[src/svc_settings.svh]
// Service controller settings with command and word widths, partition count and reset hold time.
`ifndef SVC_SETTINGS_SVH
`define SVC_SETTINGS_SVH

// ------------------------------
// Command port
// ------------------------------

// Width of one service command byte.
`define SVC_CMD_W 8

// ------------------------------
// Fault injection
// ------------------------------

// Number of partition words that can be corrupted.
`define SVC_NUM_PART 8

// Width of the word slice that is snapshotted and faulted.
`define SVC_WORD_W 16

// ------------------------------
// Subsystem reset
// ------------------------------

// Terminal count of the hold counter, so the reset stays low for SVC_RST_HOLD+1 cycles.
`define SVC_RST_HOLD 10
`define SVC_RST_CNT_W 4

`endif

[src/svc_cmd_pkg.sv]
// Service command types: the opcode encoding and the decoded request handed to execute blocks.
`include "svc_settings.svh"

package svc_cmd_pkg;

  // Opcodes are grouped by the upper nibble.
  // 1x is reset, 2x is clock, 3x is assertion control and 4x is fault injection.
  typedef enum logic [`SVC_CMD_W-1:0] {
    RESET        = 8'h10,
    EN_RST_ZER   = 8'h11,
    DIS_RST_ZER  = 8'h12,
    CLK_500      = 8'h20,
    CLK_160      = 8'h21,
    CLK_400      = 8'h22,
    CLK_1000     = 8'h23,
    LC_SVA_DIS   = 8'h30,
    LC_SVA_EN    = 8'h31,
    FC_SVA_DIS   = 8'h32,
    FC_SVA_EN    = 8'h33,
    FAULT_CORR   = 8'h40,
    FAULT_UNCORR = 8'h41
  } svc_op_e;

  // One registered command.
  // At most one group bit is set, and none for an unknown opcode.
  typedef struct packed {
    logic    valid;
    svc_op_e op;
    logic    is_rst;
    logic    is_clk;
    logic    is_flag;
    logic    is_fault;
  } svc_req_t;

endpackage

[src/svc_cfg_pkg.sv]
// Service configuration types: clock selection, fault kind and the status bundle.
package svc_cfg_pkg;

  // The 1000 MHz setting encodes as zero so it is the reset value.
  typedef enum logic [1:0] {
    MHZ_1000 = 2'd0,
    MHZ_500  = 2'd1,
    MHZ_400  = 2'd2,
    MHZ_160  = 2'd3
  } clk_sel_e;

  // Correctable flips a single bit and uncorrectable flips the whole word.
  typedef enum logic {
    CORR   = 1'b0,
    UNCORR = 1'b1
  } fault_kind_e;

  typedef struct packed {
    logic lc_sva_dis;
    logic fc_sva_dis;
    logic zer_armed;
    logic rst_busy;
    logic fault_active;
    logic ext_clk_req;
  } svc_status_t;

endpackage

[src/svc_cmd_decode.sv]
// Service command decoder that accepts commands on a valid/ready port and registers a request.
module svc_cmd_decode
  import svc_cmd_pkg::*;
(
  input  logic     clk,
  input  logic     cptra_rst_b,
  input  logic     cmd_valid_i,
  input  svc_op_e  cmd_i,
  input  logic     rst_busy_i,
  output logic     cmd_ready_o,
  output svc_req_t req_o
);

  logic     accept;
  svc_req_t req_d;
  svc_req_t req_q;

  // Commands are refused while the subsystem reset pulse is running.
  assign cmd_ready_o = ~rst_busy_i;
  assign accept      = cmd_valid_i & cmd_ready_o;

  // ------------------------------
  // Group decode
  // ------------------------------
  always_comb begin
    req_d = '0;
    if (accept) begin
      req_d.valid = 1'b1;
      req_d.op    = cmd_i;
      case (cmd_i)
        RESET, EN_RST_ZER, DIS_RST_ZER: begin
          req_d.is_rst = 1'b1;
        end
        CLK_500, CLK_160, CLK_400, CLK_1000: begin
          req_d.is_clk = 1'b1;
        end
        LC_SVA_DIS, LC_SVA_EN, FC_SVA_DIS, FC_SVA_EN: begin
          req_d.is_flag = 1'b1;
        end
        FAULT_CORR, FAULT_UNCORR: begin
          req_d.is_fault = 1'b1;
        end
        default: begin
          // Unknown opcodes are consumed but reach no execute block.
        end
      endcase
    end
  end

  // The request lives for exactly one cycle after the transfer.
  always_ff @(posedge clk or negedge cptra_rst_b) begin
    if (!cptra_rst_b) begin
      req_q <= '0;
    end else begin
      req_q <= req_d;
    end
  end

  assign req_o = req_q;

endmodule

[src/svc_reset_seq.sv]
// Subsystem reset sequencer that drives a fixed-length active-low reset pulse.
`include "svc_settings.svh"

module svc_reset_seq
  import svc_cmd_pkg::*;
(
  input  logic     clk,
  input  logic     cptra_rst_b,
  input  svc_req_t req_i,
  input  logic     zer_write_i,
  output logic     sub_rst_b_o,
  output logic     busy_o,
  output logic     zer_armed_o
);

  logic                      rst_cmd;
  logic                      start;
  logic                      active_q;
  logic                      zer_armed_q;
  logic [`SVC_RST_CNT_W-1:0] cnt_q;

  assign rst_cmd = req_i.valid & req_i.is_rst;

  // A new pulse only starts from idle.
  // A direct command and an armed zeroization write are both start sources.
  assign start = ~active_q &
                 ((rst_cmd & (req_i.op == RESET)) | (zer_armed_q & zer_write_i));

  // ------------------------------
  // Reset-while-zeroizing arm flag
  // ------------------------------
  always_ff @(posedge clk or negedge cptra_rst_b) begin
    if (!cptra_rst_b) begin
      zer_armed_q <= 1'b0;
    end else if (rst_cmd) begin
      if (req_i.op == EN_RST_ZER) begin
        zer_armed_q <= 1'b1;
      end else if (req_i.op == DIS_RST_ZER) begin
        zer_armed_q <= 1'b0;
      end
    end
  end

  // ------------------------------
  // Hold counter
  // ------------------------------
  always_ff @(posedge clk or negedge cptra_rst_b) begin
    if (!cptra_rst_b) begin
      active_q <= 1'b0;
      cnt_q    <= '0;
    end else if (start) begin
      active_q <= 1'b1;
      cnt_q    <= '0;
    end else if (active_q) begin
      // The pulse ends on the edge after the counter reaches its terminal value.
      if (cnt_q == `SVC_RST_HOLD) begin
        active_q <= 1'b0;
        cnt_q    <= '0;
      end else begin
        cnt_q <= cnt_q + 1'b1;
      end
    end
  end

  assign sub_rst_b_o = ~active_q;
  assign busy_o      = active_q;
  assign zer_armed_o = zer_armed_q;

endmodule

[src/svc_ctrl_regs.sv]
// Clock selection and assertion-disable control registers.
module svc_ctrl_regs
  import svc_cmd_pkg::*;
  import svc_cfg_pkg::*;
(
  input  logic     clk,
  input  logic     cptra_rst_b,
  input  svc_req_t req_i,
  input  logic     clk_byp_ack_i,
  output clk_sel_e clk_sel_o,
  output logic     clk_switch_req_o,
  output logic     ext_clk_req_o,
  output logic     lc_sva_dis_o,
  output logic     fc_sva_dis_o
);

  logic     clk_cmd;
  logic     flag_cmd;
  clk_sel_e clk_sel_d;
  clk_sel_e clk_sel_q;
  logic     ext_clk_req_q;
  logic     lc_sva_dis_q;
  logic     fc_sva_dis_q;

  assign clk_cmd  = req_i.valid & req_i.is_clk;
  assign flag_cmd = req_i.valid & req_i.is_flag;

  always_comb begin
    case (req_i.op)
      CLK_500: clk_sel_d = MHZ_500;
      CLK_160: clk_sel_d = MHZ_160;
      CLK_400: clk_sel_d = MHZ_400;
      default: clk_sel_d = MHZ_1000;
    endcase
  end

  // The switch is requested only once the bypass path has acknowledged.
  assign clk_switch_req_o = clk_byp_ack_i & ext_clk_req_q;

  // ------------------------------
  // Clock selection
  // ------------------------------
  always_ff @(posedge clk or negedge cptra_rst_b) begin
    if (!cptra_rst_b) begin
      clk_sel_q     <= MHZ_1000;
      ext_clk_req_q <= 1'b0;
    end else begin
      if (clk_switch_req_o) begin
        ext_clk_req_q <= 1'b0;
      end
      // A new selection wins over a clear in the same cycle.
      if (clk_cmd) begin
        clk_sel_q     <= clk_sel_d;
        ext_clk_req_q <= 1'b1;
      end
    end
  end

  // ------------------------------
  // Assertion disable flags
  // ------------------------------
  always_ff @(posedge clk or negedge cptra_rst_b) begin
    if (!cptra_rst_b) begin
      lc_sva_dis_q <= 1'b0;
      fc_sva_dis_q <= 1'b0;
    end else if (flag_cmd) begin
      case (req_i.op)
        LC_SVA_DIS: lc_sva_dis_q <= 1'b1;
        LC_SVA_EN:  lc_sva_dis_q <= 1'b0;
        FC_SVA_DIS: fc_sva_dis_q <= 1'b1;
        FC_SVA_EN:  fc_sva_dis_q <= 1'b0;
        default:    lc_sva_dis_q <= lc_sva_dis_q;
      endcase
    end
  end

  assign clk_sel_o     = clk_sel_q;
  assign ext_clk_req_o = ext_clk_req_q;
  assign lc_sva_dis_o  = lc_sva_dis_q;
  assign fc_sva_dis_o  = fc_sva_dis_q;

endmodule

[src/svc_fault_inject.sv]
// One-shot fault injector that snapshots partition words and overlays a corruption mask.
`include "svc_settings.svh"

module svc_fault_inject
  import svc_cmd_pkg::*;
  import svc_cfg_pkg::*;
(
  input  logic                                       clk,
  input  logic                                       cptra_rst_b,
  input  svc_req_t                                   req_i,
  input  logic [`SVC_NUM_PART-1:0][`SVC_WORD_W-1:0] part_word_i,
  output logic [`SVC_NUM_PART-1:0][`SVC_WORD_W-1:0] part_word_o,
  output logic                                       fault_active_o
);

  localparam logic [`SVC_WORD_W-1:0] CorrMask = {{(`SVC_WORD_W-1){1'b0}}, 1'b1};

  logic                                       new_fault;
  logic                                       fault_active_q;
  fault_kind_e                                kind_q;
  logic [`SVC_WORD_W-1:0]                     mask;
  logic [`SVC_NUM_PART-1:0][`SVC_WORD_W-1:0] snap_q;

  // Only the first fault request after reset is taken.
  assign new_fault = req_i.valid & req_i.is_fault & ~fault_active_q;

  always_ff @(posedge clk or negedge cptra_rst_b) begin
    if (!cptra_rst_b) begin
      fault_active_q <= 1'b0;
      kind_q         <= CORR;
    end else if (new_fault) begin
      fault_active_q <= 1'b1;
      kind_q         <= (req_i.op == FAULT_UNCORR) ? UNCORR : CORR;
    end
  end

  // Clean copy of every partition word, taken on the fault edge.
  always_ff @(posedge clk) begin
    if (new_fault) begin
      snap_q <= part_word_i;
    end
  end

  assign mask = (kind_q == UNCORR) ? '1 : CorrMask;

  // ------------------------------
  // Per-partition output mux
  // ------------------------------
  for (genvar i = 0; i < `SVC_NUM_PART; i++) begin : g_part
    assign part_word_o[i] = fault_active_q ? (snap_q[i] ^ mask) : part_word_i[i];
  end

  assign fault_active_o = fault_active_q;

endmodule

[src/fc_lcc_svc_top.sv]
// Fuse and life-cycle test-service controller top level.
`include "svc_settings.svh"

module fc_lcc_svc_top
  import svc_cmd_pkg::*;
  import svc_cfg_pkg::*;
(
  input  logic                                       clk,
  input  logic                                       cptra_rst_b,
  input  logic                                       cmd_valid_i,
  input  svc_op_e                                    cmd_i,
  output logic                                       cmd_ready_o,
  input  logic                                       zer_write_i,
  input  logic                                       clk_byp_ack_i,
  input  logic [`SVC_NUM_PART-1:0][`SVC_WORD_W-1:0] part_word_i,
  output logic                                       sub_rst_b_o,
  output clk_sel_e                                   clk_sel_o,
  output logic                                       clk_switch_req_o,
  output logic [`SVC_NUM_PART-1:0][`SVC_WORD_W-1:0] part_word_o,
  output svc_status_t                                status_o
);

  svc_req_t req;
  logic     rst_busy;
  logic     zer_armed;
  logic     ext_clk_req;
  logic     lc_sva_dis;
  logic     fc_sva_dis;
  logic     fault_active;

  svc_cmd_decode u_decode (
    .clk         (clk),
    .cptra_rst_b (cptra_rst_b),
    .cmd_valid_i (cmd_valid_i),
    .cmd_i       (cmd_i),
    .rst_busy_i  (rst_busy),
    .cmd_ready_o (cmd_ready_o),
    .req_o       (req)
  );

  svc_reset_seq u_reset_seq (
    .clk         (clk),
    .cptra_rst_b (cptra_rst_b),
    .req_i       (req),
    .zer_write_i (zer_write_i),
    .sub_rst_b_o (sub_rst_b_o),
    .busy_o      (rst_busy),
    .zer_armed_o (zer_armed)
  );

  svc_ctrl_regs u_ctrl_regs (
    .clk              (clk),
    .cptra_rst_b      (cptra_rst_b),
    .req_i            (req),
    .clk_byp_ack_i    (clk_byp_ack_i),
    .clk_sel_o        (clk_sel_o),
    .clk_switch_req_o (clk_switch_req_o),
    .ext_clk_req_o    (ext_clk_req),
    .lc_sva_dis_o     (lc_sva_dis),
    .fc_sva_dis_o     (fc_sva_dis)
  );

  svc_fault_inject u_fault_inject (
    .clk            (clk),
    .cptra_rst_b    (cptra_rst_b),
    .req_i          (req),
    .part_word_i    (part_word_i),
    .part_word_o    (part_word_o),
    .fault_active_o (fault_active)
  );

  // Status gathered from all execute blocks.
  assign status_o.lc_sva_dis   = lc_sva_dis;
  assign status_o.fc_sva_dis   = fc_sva_dis;
  assign status_o.zer_armed    = zer_armed;
  assign status_o.rst_busy     = rst_busy;
  assign status_o.fault_active = fault_active;
  assign status_o.ext_clk_req  = ext_clk_req;

endmodule

[config.mk]
export PLATFORM = sky130hd
export DESIGN_NAME = fc_lcc_svc_top
export DESIGN_NICKNAME = d
export VERILOG_FILES = /design/src/svc_cmd_pkg.sv /design/src/svc_cfg_pkg.sv /design/src/svc_cmd_decode.sv /design/src/svc_reset_seq.sv /design/src/svc_ctrl_regs.sv /design/src/svc_fault_inject.sv /design/src/fc_lcc_svc_top.sv
export VERILOG_INCLUDE_DIRS = /design/src
export SDC_FILE = /design/constraint.sdc
export NUM_CORES = 1
export LEC_CHECK = 0
export ABC_AREA = 1
export BUFFER_PORTS_ARGS = -buffer_cell sky130_fd_sc_hd__buf_2
export CAP_MARGIN = 40
export CORE_MARGIN = 10
export CORE_UTILIZATION = 54
export DETAILED_ROUTE_END_ITERATION = 16
export PLACE_DENSITY = 0.9
export SETUP_SLACK_MARGIN = 0.05
export SLEW_MARGIN = 20
export SYNTH_ARGS = -nofsm -noshare
export SYNTH_HDL_FRONTEND = slang
export SYNTH_HIERARCHICAL = 1
export SYNTH_SLANG_ARGS = --single-unit
[constraint.sdc]
create_clock -name clk -period 17.8 [get_ports clk]
set_input_delay 2.67 -clock clk [delete_from_list [all_inputs] [get_ports clk]]
set_output_delay 2.67 -clock clk [all_outputs]
set_load 0.05 [all_outputs]
======== Yosys cells after proc, flatten, opt, wreduce, memory -nomap -nowiden ========
Cells that the tools add are included.
Widths: inputs -> output; s select.
word-level totals
  register bits after elaboration ......... 154
  bits of input ports ..................... 141
  output and inout port bits .............. 139
  logic and storage cells ................. 110
operators by class
  $add $sub $neg .......................... 1
  equality and inequality tests ........... 25
  muxes and demuxes ....................... 28
  bitwise operators ....................... 21
  reductions and logical operators ........ 12
operator list
  operator             number
  $mux 16              9
  $xor 16x16->16       8
  $eq 8x6->1 const B   15
  $eq 8x5->1 const B   6
  $eq 8x7->1 const B   3
  $mux 13              1
  $mux 1               12
  $mux 4               3
  $and 1x1->1          10
  $reduce_bool 2->1    5
  $reduce_or 4->1      2
  $pmux 2 s3           1
  $reduce_and 2->1     3
  $add 4x1->4 const B  1
  $eq 4x4->1 const B   1
  $pmux 1 s2           2
  $reduce_or 3->1      1
  $not 1->1            2
  $reduce_or 2->1      1
  $or 1x1->1           1

======== Longest topological paths before layout ========
Gate-level depths: netlist (run 1).
  depth after elaboration ................. 5
  gate-level depth with buffers ........... 7
  depth with buffers taken out ............ 7

======== Hierarchy ========
Netlist (run 1), hierarchy kept.
by module, submodules not included
  module            instances  cells an instance  area each (um^2)  sequential area each (um^2)
  svc_fault_inject  1          567                6575.1            3893.7
  svc_cmd_decode    1          46                 469.2             325.3
  svc_reset_seq     1          56                 389.1             150.1
  svc_ctrl_regs     1          46                 301.5             125.1
  fc_lcc_svc_top    1          6                  45.0              0.0

======== Least setup slack after synthesis (run 1) ========
No wires, ideal clock.
  path type ............................... reg2reg
  from .................................... register u_decode.req_q (netlist bit u_decode/req_o[12])
  to ...................................... register u_fault_inject/snap_q[0] (netlist name) (enable)
  library setup time ...................... 618 ps
  arrival time ............................ 5844 ps
  data required time ...................... 17182 ps
  setup slack ............................. 11338 ps
  cell stages (with the launch flop) ...... 3
  buffers on the path ..................... 0
  period minus slack after synthesis ...... 6462 ps
  path through ............................ dfrtp_1 > nand2_1 > nor2_1
between the ends
  cells in the longest elaborated chain, start to end .. 2
RTL lines
  item                          RTL line                text
  start: declaration            svc_cmd_decode.sv:16    svc_req_t req_q;
  start signal: assignment      svc_cmd_decode.sv:55    req_q <= req_d;
  $and 1x1->1 (2 in a row)      svc_fault_inject.sv:25  assign new_fault = req_i.valid & req_i.is_fault & ~fault_active_q;
  net u_fault_inject.new_fault  svc_fault_inject.sv:18  logic new_fault;
  end signal: assignment        svc_fault_inject.sv:40  snap_q <= part_word_i;
  end: declaration              svc_fault_inject.sv:22  logic [`SVC_NUM_PART-1:0][`SVC_WORD_W-1:0] snap_q;
The timed path passes the listed nets, and every way through them passes these cells.
A chain may end at the register's enable or synchronous reset.

==> summary.md, run 1 <==
| Metric | Value |
|---|---|
| CTS tree | yes |
| Combinational Power Share | 0.194 |
| Share of the synthesized area in the top cell type | 0.494 |
| Routed WL | a little under 20,000 um |
| Register area share after synthesis | 0.578 |
| Clock Pin Slew Worst Setup and Hold Paths | around 60 ps |
| Outcome | finished clean |
| First-pass GRT wire length | about 30,000 um |
| Worst setup SP type | input pin |
| WL/cell | roughly 17 um |
| DRC Markers | 0 |
| Mux contribution to synthesized area | 0 |
| Distinct cells, synth | 26 |
| Final GP Congestion | slightly above 0.8 |
| I/O Pins | 280 |
| Synth area leaders | edfxtp_1 (49%), xnor2_1 (14%), dfrtp_1 (8.4%) |
| Cell accounting for the most synthesized area | edfxtp_1 |
| Layout Nets | approximately 1,100 |
| Average cell area after synthesis | ~11 um2 |
| Seq pwr share | 0.429 |
| Internal power | between 0.6 and 0.7 mW |
| Complex-gate fraction of the synthesized area | 0.0856 |
| Hold Violations, Final | 0 |
| Setup crit start | part_word_i[10] |
| CTS H-tree depth | 4 |
| Gr usage total | 0.192 |
| Leakage power | 4.18 nW |
| # port buffers | 279 |
| Area of the die | ~0.02 mm2 |
| Clock network fraction of total power | 0.377 |
| Post-CTS setup buffers | 0 |
| Multi-input logic area | about 0.0027 mm2 |
| Main combinational cell family by area after synthesis | XOR/XNOR gates |
| FF/Latch Area | 0.00450 mm2 |
| Max VDD drop | between 50 and 60 uV |
| DRT iter0 DRCs | roughly 350 |
| Crit-path cells | buf_2 > nand2_1 > o21ai_1 > buf_2 |
| HP Start | u_ctrl_regs/lc_sva_dis_o$_DFFE_PN0P_ |
| Fmax | roughly 170 MHz |
| DR pass1 iterations | 4 |
| Clock Sinks | ~150 |
| Relative slew slack | 0.494 |
| Initial Util | 0.556 |
| Num rows | 43 |
| Max clock buf depth | 2 |
| Switch share | 0.294 |
| DP Worst Slack | approximately 12,000 ps |
| Root Buffer | clkbuf_16 |
| Crit path time final | ~6000 ps |
| Critical path class | in2out |
| Initial antenna violation count | 1 |
| Worst-Skew Late Latency | about 400 ps |
| CP Data Arrival Time | ~3300 ps |
| Core Box Area | between 0.01 and 0.015 mm2 |
| Worst min path class | reg2reg |
| Vias in the first global route | 5,835 |
| Largest net degree at the start of global routing | around 150 |
| #FFs+latches synth | between 150 and 200 |
| CP endpoint kind | output port |
| Crit path max-delay family | buffers and inverters |
| Worst Skew | ~7.9 ps |
| Most frequent CP cell | buf_2 |
| Worst-Margin Slew | around 760 ps |
| Final Max Tran Viols | 0 |
| Total negative slack | 0 ps |
| Antenna-violating nets left | 0 |
| Critical path required time | 15,130 ps |
| CTS resizes | 0 |
| Net Count, Synth | 864 |
| Worst r2r src | u_decode/req_o[12]$_DFF_PN0_ |
| Pwr Density | ~96 mW/mm2 |
| Die width | roughly 140 um |
| Post-synthesis adder-cell area fraction | 0.00322 |
| Synth Area in Simple Gates | 0.119 |
| RSZ-0062 raised after global routing | false |
| Largest stage delay on the critical path | 310 ps |
| Synth Area in XOR/XNOR | 0.136 |
| GRT overflow | 0 |
| Layout filler cell count | around 1,000 |
| Tcrit/Tclk final | 0.335 |
| Crit-path max FO | 2 |
| CP bufs+invs | 2 |
| Layout area overhead | 24.1% |
| Syn Inst Count | 721 |
| Synthesized area | between 0.007 and 0.008 mm2 |
| Worst setup margin | approximately 12,000 ps |
| Die height | approximately 140 um |
| Slowest stage cell, crit path | buf_2 |
| Yosys Warn Count | 6 |
| Max_cap viols | 0 |
| CTS Buf Count | 17 |
| Via-to-Cell Ratio | about 5.0 |
| Vias | 5,872 |
| Final setup viols | 0 |
| DP HPWL | 14,800 um |
| Switch Pwr | 0.271 mW |
| Layout cell share with drive strength beyond 1 | 0.340 |
| # hold bufs at CTS | 0 |
-- state kept, by name (all words and copies together) (netlist names) --
register,count
u_reset_seq/busy_o,1
u_decode/req_o,13
u_ctrl_regs/ext_clk_req_o,1
u_fault_inject/fault_active_o,1
u_ctrl_regs/fc_sva_dis_o,1
u_fault_inject/snap_q,128
u_fault_inject/kind_q,1
u_ctrl_regs/clk_sel_o,2
u_ctrl_regs/lc_sva_dis_o,1
u_reset_seq/zer_armed_o,1
u_reset_seq/cnt_q,4
-- tightest hold or removal path: stages (launching register included) --
cell,delay [ps]
dfrtp_1,340
nand2_1,50
nand2_1,50
-- placed cells by master (no fill, tap or decap), types with 5 or more instances in the layout --
cell type  instances
o21ai_1          130
xnor2_1          120
clkinv_2           5
buf_2            279
inv_1             27
nor2_2             6
clkbuf_16         19
nand2_1          173
dfrtp_1           25
nor2_1            24
nand3_1           16
inv_2              7
edfxtp_1         128
-- power groups by stage --
stage               combinational, mW  clock [mW]  sequential [mW]
CTS                             0.180       0.355            0.396
finish                          0.179       0.347            0.396
global route                    0.191       0.371            0.396
global placement                0.176           0            0.403
detailed placement              0.180           0            0.403
floorplan                       0.133           0            0.403
-- worst paths after layout --
check	to	slack (ps)	cells past startpoint
max reg2reg	u_fault_inject/snap_q[86]$_DFFE_PP_	14990	4
max in group asynchronous	u_fault_inject/kind_q$_DFFE_PN0P_	15130	1
min in group asynchronous	u_decode/req_o[0]$_DFF_PN0_	2250	1
min	u_ctrl_regs/lc_sva_dis_o$_DFFE_PN0P_	470	2
min reg2reg	u_ctrl_regs/lc_sva_dis_o$_DFFE_PN0P_	470	2
max	part_word_o[10]	11840	4
-- cell usage after synthesis (all sizes together) --
cell type / n
nor3: 1
nand2: 177
o21ai: 131
inv: 35
dfrtp: 26
nor2: 32
edfxtp: 128
or2: 1
nand3: 17
a21oi: 2
clkbuf: 14
buf: 34
xnor2: 120
xor2: 1
ha: 2
-- per-stage QoR --
stage | area, um2 | power [mW] | util | hold slack, ps | cells
floorplan | 7780 | 0.536 | - | 443 | 721
global placement | 8970 | 0.579 | 0.641 | 452 | 1136
detailed placement | 9040 | 0.583 | 0.646 | 455 | 1139
CTS | 9620 | 0.932 | 0.688 | 469 | 1171
global route | 9650 | 0.959 | 0.690 | 499 | 1173
finish | 9650 | 0.923 | 0.690 | 468 | 1173
-- cells by family (layout without fill, tap and decap cells) --
logic type / Yosys count / count (layout)
other: 0 / 1
DFF: 154 / 154
AOI/OAI and AO/OA: 133 / 133
adders and majority gates: 2 / 2
xor gates and xnor gates: 121 / 121
and+or+nand+nor: 228 / 228
buffers and inverters: 83 / 354
-- per-layer routing --
| layer | vias to the layer above | global-route usage | part of all wire |
|---|---|---|---|
| met4 | 0 | 0.0652 | 0.020 |
| met3 | 29 | 0.0595 | 0.073 |
| met5 | - | 0 | 0 |
| met1 | 2710 | 0.224 | 0.39 |
| met2 | 230 | 0.327 | 0.51 |
| li1 | 2903 | - | - |
-- cell type report --
cell class	instances	area share
Tap cell	180	0.0233
Sequential cell	154	0.466
Clock inverter	7	0.00661
Timing Repair Buffer	287	0.158
Inverter	35	0.0141
Antenna cell	1	0.000259
Multi-Input combinational cell	484	0.278
Clock buffer	25	0.0537
Note: power is estimated with default switching activity, not from simulation.
==> inputs of run 2 (changes only) <==
Settings changed: ABC_AREA 1 to 0, CORE_UTILIZATION 54 to 50, PLACE_DENSITY 0.9 to 0.85.
Clock period 17.8 ns to 6.2 ns, I/O delays scaled along.
==> run 2 against run 1 <==
Count of clock-buffer cells in the layout shrank 3. Combinational power grew to 3.0 times the previous value. Clock power grew to 3.1 times the previous value. Register-to-register slack lost 11000 ps. Clock skew shrank 2.2 ps. Final cell count shrank 5.2%. Sequential share of layout area grew 0.23 points. First-iteration DRC count shrank 32%. Total power grew to 3.0 times the previous value. Setup slack lost 9200 ps. Synthesized cell count shrank 9.3%. Cell area shrank 0.40%.
==> summary.md, run 2 <==
| Metric | Value |
|---|---|
| Most numerous cell in the Yosys netlist | edfxtp_1 (was nand2_1) |
| RSZ-0062 raised after global routing | false (unchanged) |
| Clock Sinks | 154 (unchanged) |
| Clock Pin Slew Worst Setup and Hold Paths | 60 ps (about the same) |
| Routed WL | 19,300 um (was 19,600 um) |
| Antenna-violating nets left | 0 (unchanged) |
| Layout filler cell count | 1,215 (was 1,017) |
| Net Count, Synth | 797 (was 864) |
| WL/cell | 17.4 um (was 16.7 um) |
| Relative slew slack | 0.483 (was 0.494) |
| Flip-flop count of the largest register after layout | 128 (unchanged) |
| Gr usage total | 0.183 (was 0.192) |
| Max VDD drop | 158 uV (was 57.2 uV) |
| CP bufs+invs | 2 (unchanged) |
| Primary FF master, synth | edfxtp_1 (unchanged) |
| Most common cell after layout, fill and taps aside | buf_2 (unchanged) |
| Vias | 5,550 (was 5,872) |
| DR WL met2 | 9210 um (was 10,000 um) |
| DR pass1 iterations | 4 (unchanged) |
| Layout area overhead | 25.8% (was 24.1%) |
| Synthesized area | 0.00764 mm2 (was 0.00778 mm2) |
| Crit-path cells | buf_4 > xnor2_1 > a21oi_1 > buf_2 (was buf_2 > nand2_1 > o21ai_1 > buf_2) |
| Share of the synthesized area in the top cell type | 0.503 (was 0.494) |
| Initial antenna violation count | 2 (was 1) |
| Multi-input logic area | 0.00269 mm2 (was 0.00268 mm2) |
| Leakage power | 3.87 nW (was 4.18 nW) |
| CTS tree | yes (unchanged) |
| Critical path class | reg2out (was in2out) |
| Via-to-Cell Ratio | 4.99 (was 5.01) |
| Largest net degree at the start of global routing | 156 (was 145) |
| Post-CTS setup buffers | 0 (unchanged) |
| Worst setup SP type | flip-flop (was input pin) |
| Slowest stage cell, crit path | dfrtp_4 (was buf_2) |
| # hold bufs at CTS | 0 (unchanged) |
| Average cell area after synthesis | 11.7 um2 (was 10.8 um2) |
| GRT overflow | 0 (unchanged) |
| Met3 WL | 2150 um (was 1440 um) |
| Final Max Tran Viols | 0 (unchanged) |
| Layout cell share with drive strength beyond 1 | 0.360 (was 0.340) |
| FF/Latch Area | 0.00450 mm2 (about the same) |
| Crit path max-delay family | buffers and inverters (unchanged) |
| Fraction of registers with async set or reset after synthesis | 0.169 (unchanged) |
| Max clock buf depth | 2 (unchanged) |
| Fmax | ~280 MHz |
| I/O Pins | 280 (unchanged) |
| Core Util, Final | 0.637 (was 0.690) |
| DP HPWL | 14,300 um (was 14,800 um) |
| DRT iter0 DRCs | 237 (was 351) |
| Register area share after synthesis | 0.588 (was 0.578) |
| Most flop-heavy register | u_fault_inject/snap_q (unchanged) |
| Critical path required time | 5270 ps (was 15,130 ps) |
| Layout Nets | 1,053 (was 1,122) |
| CP Data Arrival Time | 2620 ps (was 3290 ps) |
| CP endpoint kind | output port (unchanged) |
| Worst-Margin Slew | 775 ps (was 760 ps) |
| Total negative slack | 0 ps (unchanged) |
| Syn Inst Count | 654 (was 721) |
| #FFs+latches synth | 154 (unchanged) |
| # port buffers | 279 (unchanged) |
| Initial Util | 0.507 (was 0.556) |
| Crit path time final | 3550 ps |
| Distinct cells, synth | 45 (was 26) |
| Cell accounting for the most synthesized area | edfxtp_1 (unchanged) |
| M1 WL | 7480 um (was 7740 um) |
| Worst Skew | 5.75 ps (was 7.90 ps) |
| Yosys Warn Count | 6 (unchanged) |
| Synth area leaders | edfxtp_1 (50%), xnor2_1 (14%), dfrtp_1 (8.5%) (was edfxtp_1 (49%), xnor2_1 (14%), dfrtp_1 (8.4%)) |
| Final GP Congestion | 0.822 (was 0.820) |
| Tcrit/Tclk final | 0.572 |
| Most instantiated cells after synthesis | edfxtp_1 (128), nor2_1 (125), a21oi_1 (122) (was nand2_1 (173), o21ai_1 (130), edfxtp_1 (128)) |
| Final setup viols | 0 (unchanged) |
| Pwr Density | 284 mW/mm2 (was 95.6 mW/mm2) |
| Top sig layer | met5 (was met4) |
| DRC Markers | 0 (unchanged) |
| Vias in the first global route | 5,694 (was 5,835) |
| Max_cap viols | 0 (unchanged) |
| Die height | 144 um (was 140 um) |
| EDFF count, synth | 128 (unchanged) |
| First-pass GRT wire length | 29,600 um (was 30,500 um) |
| Crit-path max FO | 48 (was 2) |
| Outcome | finished clean (unchanged) |
| CTS Buf Count | 17 (unchanged) |
| Largest stage delay on the critical path | 780 ps (was 310 ps) |
| Core Box Area | 0.0151 mm2 (was 0.0140 mm2) |
| Worst min path class | in2async (was reg2reg) |
| Num rows | 45 (was 43) |
| Area of the die | 0.0206 mm2 (was 0.0196 mm2) |
| Commonest non-fill, non-tap cells in the layout | buf_2 (279), edfxtp_1 (128), nor2_1 (124) (was buf_2 (279), nand2_1 (173), o21ai_1 (130)) |
| CTS H-tree depth | 4 (unchanged) |
| Die width | 144 um (was 140 um) |
| CTS resizes | 0 (unchanged) |
| Root Buffer | clkbuf_16 (unchanged) |
| Worst-Skew Late Latency | 410 ps (about the same) |
| Hold Violations, Final | 0 (unchanged) |
-- run 2: cell types whose count changed in the layout (fill, tap and decap cells not counted), moves of 7 or more --
cell	before	now
inv_2	7	0
nor2_1	24	124
nand2_1	173	4
mux2i_1	0	10
nand3_1	16	1
inv_1	27	17
and2_1	0	9
a21oi_1	2	122
o21ai_1	130	0
-- run 2: area by class of cell --
class / instances / area share
Clock buffer: 22 / 0.0539
Multi-Input combinational cell: 434 / 0.280
Inverter: 17 / 0.00664
Clock inverter: 10 / 0.0107
Antenna cell: 1 / 0.000260
Timing Repair Buffer: 286 / 0.156
Sequential cell: 154 / 0.468
Tap cell: 188 / 0.0245
-- run 2: cell families after synthesis --
logic type,count (synthesis),share of synthesized area
simple gates,164,0.0992
flops,154,0.588
compound gates,135,0.0938
xor+xnor,121,0.139
buf+inv,66,0.0612
mux,12,0.0160
fa+ha+maj,2,0.00327
-- run 2: metrics by stage --
step	cell area [um2]	setup WS, ps	hold WS [ps]	power, mW	std cells
2_1_floorplan	7650	1720	460	1.57	654
3_3_place_gp	8940	3010	510	1.69	1077
3_5_place_dp	8960	2990	511	1.70	1078
4_1_cts	9590	2530	507	2.76	1110
5_1_grt	9620	2480	542	2.84	1112
6_report	9620	2650	505	2.73	1112
-- run 2: final timing paths --
check                                                             to                                 startpoint  slack (ps)  cells past startpoint
max in group asynchronous  u_fault_inject/fault_active_o$_DFFE_PN0P_                                cptra_rst_b        5260                      1
max reg2reg                        u_fault_inject/kind_q$_DFFE_PN0P_  u_fault_inject/fault_active_o$_DFFE_PN0P_        4050                      4
min                                 u_reset_seq/cnt_q[0]$_DFFE_PN0P_                                cptra_rst_b         510                      1
min in group clk                u_ctrl_regs/lc_sva_dis_o$_DFFE_PN0P_       u_ctrl_regs/lc_sva_dis_o$_DFFE_PN0P_         520                      2
max                                                  part_word_o[52]          u_fault_inject/kind_q$_DFFE_PN0P_        2650                      4
min reg2reg                     u_ctrl_regs/lc_sva_dis_o$_DFFE_PN0P_       u_ctrl_regs/lc_sva_dis_o$_DFFE_PN0P_         520                      2
-- run 2: per-layer routing --
metal | vias to the layer above | global-route usage
li1 | 2768 | -
met1 | 2514 | 0.211
met2 | 234 | 0.294
met3 | 32 | 0.0739
met4 | 2 | 0.0768
met5 | - | 0
-- run 2: report_power, final --
| part | switching [mW] | total [mW] | leakage [nW] | internal, mW |
|---|---|---|---|---|
| Clock | 0.414 | 1.06 | 0.304 | 0.642 |
| Combinational | 0.400 | 0.535 | 2.08 | 0.135 |
| Sequential | 0.0121 | 1.14 | 1.49 | 1.13 |
| Total | 0.826 | 2.73 | 3.87 | 1.91 |
==> inputs of run 3 (changes only) <==
Clock period 6.2 ns to 3.38 ns, I/O delays scaled along.
==> run 3 against run 2 <==
Total power is 79% higher. Critical path depth stayed put. Flip-flop and latch count stayed put. Setup slack worse by 2100 ps. Via count is 0.11% higher. Sequential power is 85% higher. Critical path type unchanged. Combinational power is 81% higher. Clock skew is 9.6 ps higher. Die area stayed put. Clock power is 71% higher. Cell area is 0.39% lower.
==> summary.md, run 3 (synthesized netlist as in run 2, its figures left out) <==
| Metric | Value |
|---|---|
| CTS H-tree depth | 4 (unchanged) |
| Clock Pin Slew Worst Setup and Hold Paths | 60 ps (about the same) |
| Most flop-heavy register | u_fault_inject/snap_q (unchanged) |
| GRT overflow | 0 (unchanged) |
| DR pass1 iterations | 5 (was 4) |
| Max_cap viols | 0 (unchanged) |
| Max clock buf depth | 2 (unchanged) |
| Fmax | roughly 360 MHz |
| CTS Buf Count | 17 (unchanged) |
| Total negative slack | 0 ps (unchanged) |
| Worst setup SP type | flip-flop (unchanged) |
| CTS resizes | 0 (unchanged) |
| DRT iter0 DRCs | 291 (was 237) |
| Most common cell after layout, fill and taps aside | buf_2 (unchanged) |
| CTS tree | yes (unchanged) |
| Vias | 5,556 (was 5,550) |
| Num rows | 45 (unchanged) |
| Leakage power | 3.85 nW (was 3.87 nW) |
| Largest net degree at the start of global routing | 127 (was 156) |
| Root Buffer | clkbuf_16 (unchanged) |
| Crit-path max FO | 126 (was 48) |
| Via-to-Cell Ratio | 4.99 (about the same) |
| Antenna-violating nets left | 0 (unchanged) |
| Slowest stage cell, crit path | dfrtp_4 (unchanged) |
| Vias in the first global route | 5,582 (was 5,694) |
| WL/cell | 17.2 um (was 17.4 um) |
| CP Data Arrival Time | 2270 ps (was 2620 ps) |
| DRC Markers | 0 (unchanged) |
| Hold Violations, Final | 0 (unchanged) |
| CP endpoint kind | output port (unchanged) |
| Worst-Margin Slew | 583 ps (was 775 ps) |
| Die width | 144 um (unchanged) |
| Routed WL | 19,200 um (was 19,300 um) |
| RSZ-0062 raised after global routing | false (unchanged) |
| Largest stage delay on the critical path | 710 ps (was 780 ps) |
| Relative slew slack | 0.611 (was 0.483) |
| Commonest non-fill, non-tap cells in the layout | buf_2 (279), edfxtp_1 (128), nor2_1 (124) (unchanged) |
| Max VDD drop | 355 uV (was 158 uV) |
| Tcrit/Tclk final | 0.823 |
| First-pass GRT wire length | 29,000 um (was 29,600 um) |
| Initial antenna violation count | 2 (unchanged) |
| Worst min path class | in2async (unchanged) |
| Pwr Density | 510 mW/mm2 (was 284 mW/mm2) |
| Critical path required time | 2870 ps (was 5270 ps) |
| Initial Util | 0.507 (unchanged) |
| Crit-path cells | buf_12 > nor2_1 > a21oi_1 > buf_2 (was buf_4 > xnor2_1 > a21oi_1 > buf_2) |
| Gr usage total | 0.178 (was 0.183) |
| I/O Pins | 280 (unchanged) |
| Worst Skew | 15.3 ps (was 5.75 ps) |
| Area of the die | 0.0206 mm2 (unchanged) |
| Layout Nets | 1,055 (was 1,053) |
| Critical path class | reg2out (unchanged) |
| Outcome | finished clean (unchanged) |
| Die height | 144 um (unchanged) |
| Final setup viols | 0 (unchanged) |
| Post-CTS setup buffers | 0 (unchanged) |
| Design Power | 4.89 mW (was 2.73 mW) |
| DP HPWL | 13,800 um (was 14,300 um) |
| # port buffers | 279 (unchanged) |
| Worst-Skew Late Latency | 420 ps (was 410 ps) |
| Layout cell share with drive strength beyond 1 | 0.358 (was 0.360) |
| Core Box Area | 0.0151 mm2 (unchanged) |
| Final Max Tran Viols | 0 (unchanged) |
| Flip-flop count of the largest register after layout | 128 (unchanged) |
| Clock Sinks | 154 (unchanged) |
| Layout area overhead | 25.3% (was 25.8%) |
| Crit path time final | ~2800 ps |
| # hold bufs at CTS | 0 (unchanged) |
| Final GP Congestion | 0.836 (was 0.822) |
run 3: changes by cell type in the layout (fill, tap and decap cells not counted), sizes merged:
| cell | before | now |
|---|---|---|
| clkbuf | 22 | 18 |
| clkinv | 5 | 8 |
| clkinvlp | 1 | 2 |
| bufinv | 1 | 2 |
| buf | 286 | 288 |
| inv | 20 | 18 |
run 3: final timing paths:
kind	from	endpoint	slack [ps]	cells after the start
hold reg to reg	u_ctrl_regs/clk_sel_o[1]$_DFFE_PN0P_	u_ctrl_regs/clk_sel_o[1]$_DFFE_PN0P_	540	1
setup / recovery	u_fault_inject/fault_active_o$_DFFE_PN0P_	part_word_o[70]	600	4
setup reg to reg	u_fault_inject/fault_active_o$_DFFE_PN0P_	u_fault_inject/kind_q$_DFFE_PN0P_	1540	3
hold / removal	cptra_rst_b	u_reset_seq/cnt_q[0]$_DFFE_PN0P_	80	1
min in group clk	part_word_i[64]	u_fault_inject/snap_q[64]$_DFFE_PP_	280	1
max in group asynchronous	cptra_rst_b	u_fault_inject/kind_q$_DFFE_PN0P_	2870	1
run 3: layer usage:
layer / track usage / vias up / routed length, um
met1: 0.202 / 2548 / 7680
met4: 0.0650 / 2 / 325
met3: 0.0746 / 23 / 1840
met5: 0 / - / 11
met2: 0.295 / 211 / 9340
li1: - / 2772 / -
run 3: final cells by class:
| cell class | instances | area (um2) |
|---|---|---|
| antenna | 1 | 2.50 |
| clock buffer | 18 | 429 |
| clock inverter | 13 | 129 |
| fill | 1181 | 5510 |
| inverter | 17 | 63.8 |
| multi-input combinational | 434 | 2690 |
| sequential | 154 | 4500 |
| tap | 188 | 235 |
| timing repair buffer | 288 | 1530 |
run 3: through the flow:
step / util / hold WS (ps) / area, um2 / setup WS [ps] / cells
final: 0.635 / 78.9 / 9580 / 598 / 1113
after global placement: 0.598 / 519 / 9020 / 1170 / 1081
after global routing: 0.635 / 117 / 9580 / 514 / 1113
after CTS: 0.635 / 85.0 / 9580 / 625 / 1112
after detailed placement: 0.598 / 522 / 9020 / 1120 / 1081
after floorplan: - / 211 / 7650 / 399 / 654
run 3: worst max-delay path, delay by kind of cell, from the launching register on:
kind                   cells  cell delay (ps)
AO/OA/AOI/OAI              1              210
buffers and inverters      2              740
flip-flops                 1              710
AND/OR/NAND/NOR            1               90
run 3: report_power, final:
group          leakage [nW]  switching, mW  internal (mW)
sequential             1.49         0.0326           2.07
clock                 0.271          0.736           1.08
combinational          2.09          0.722          0.246
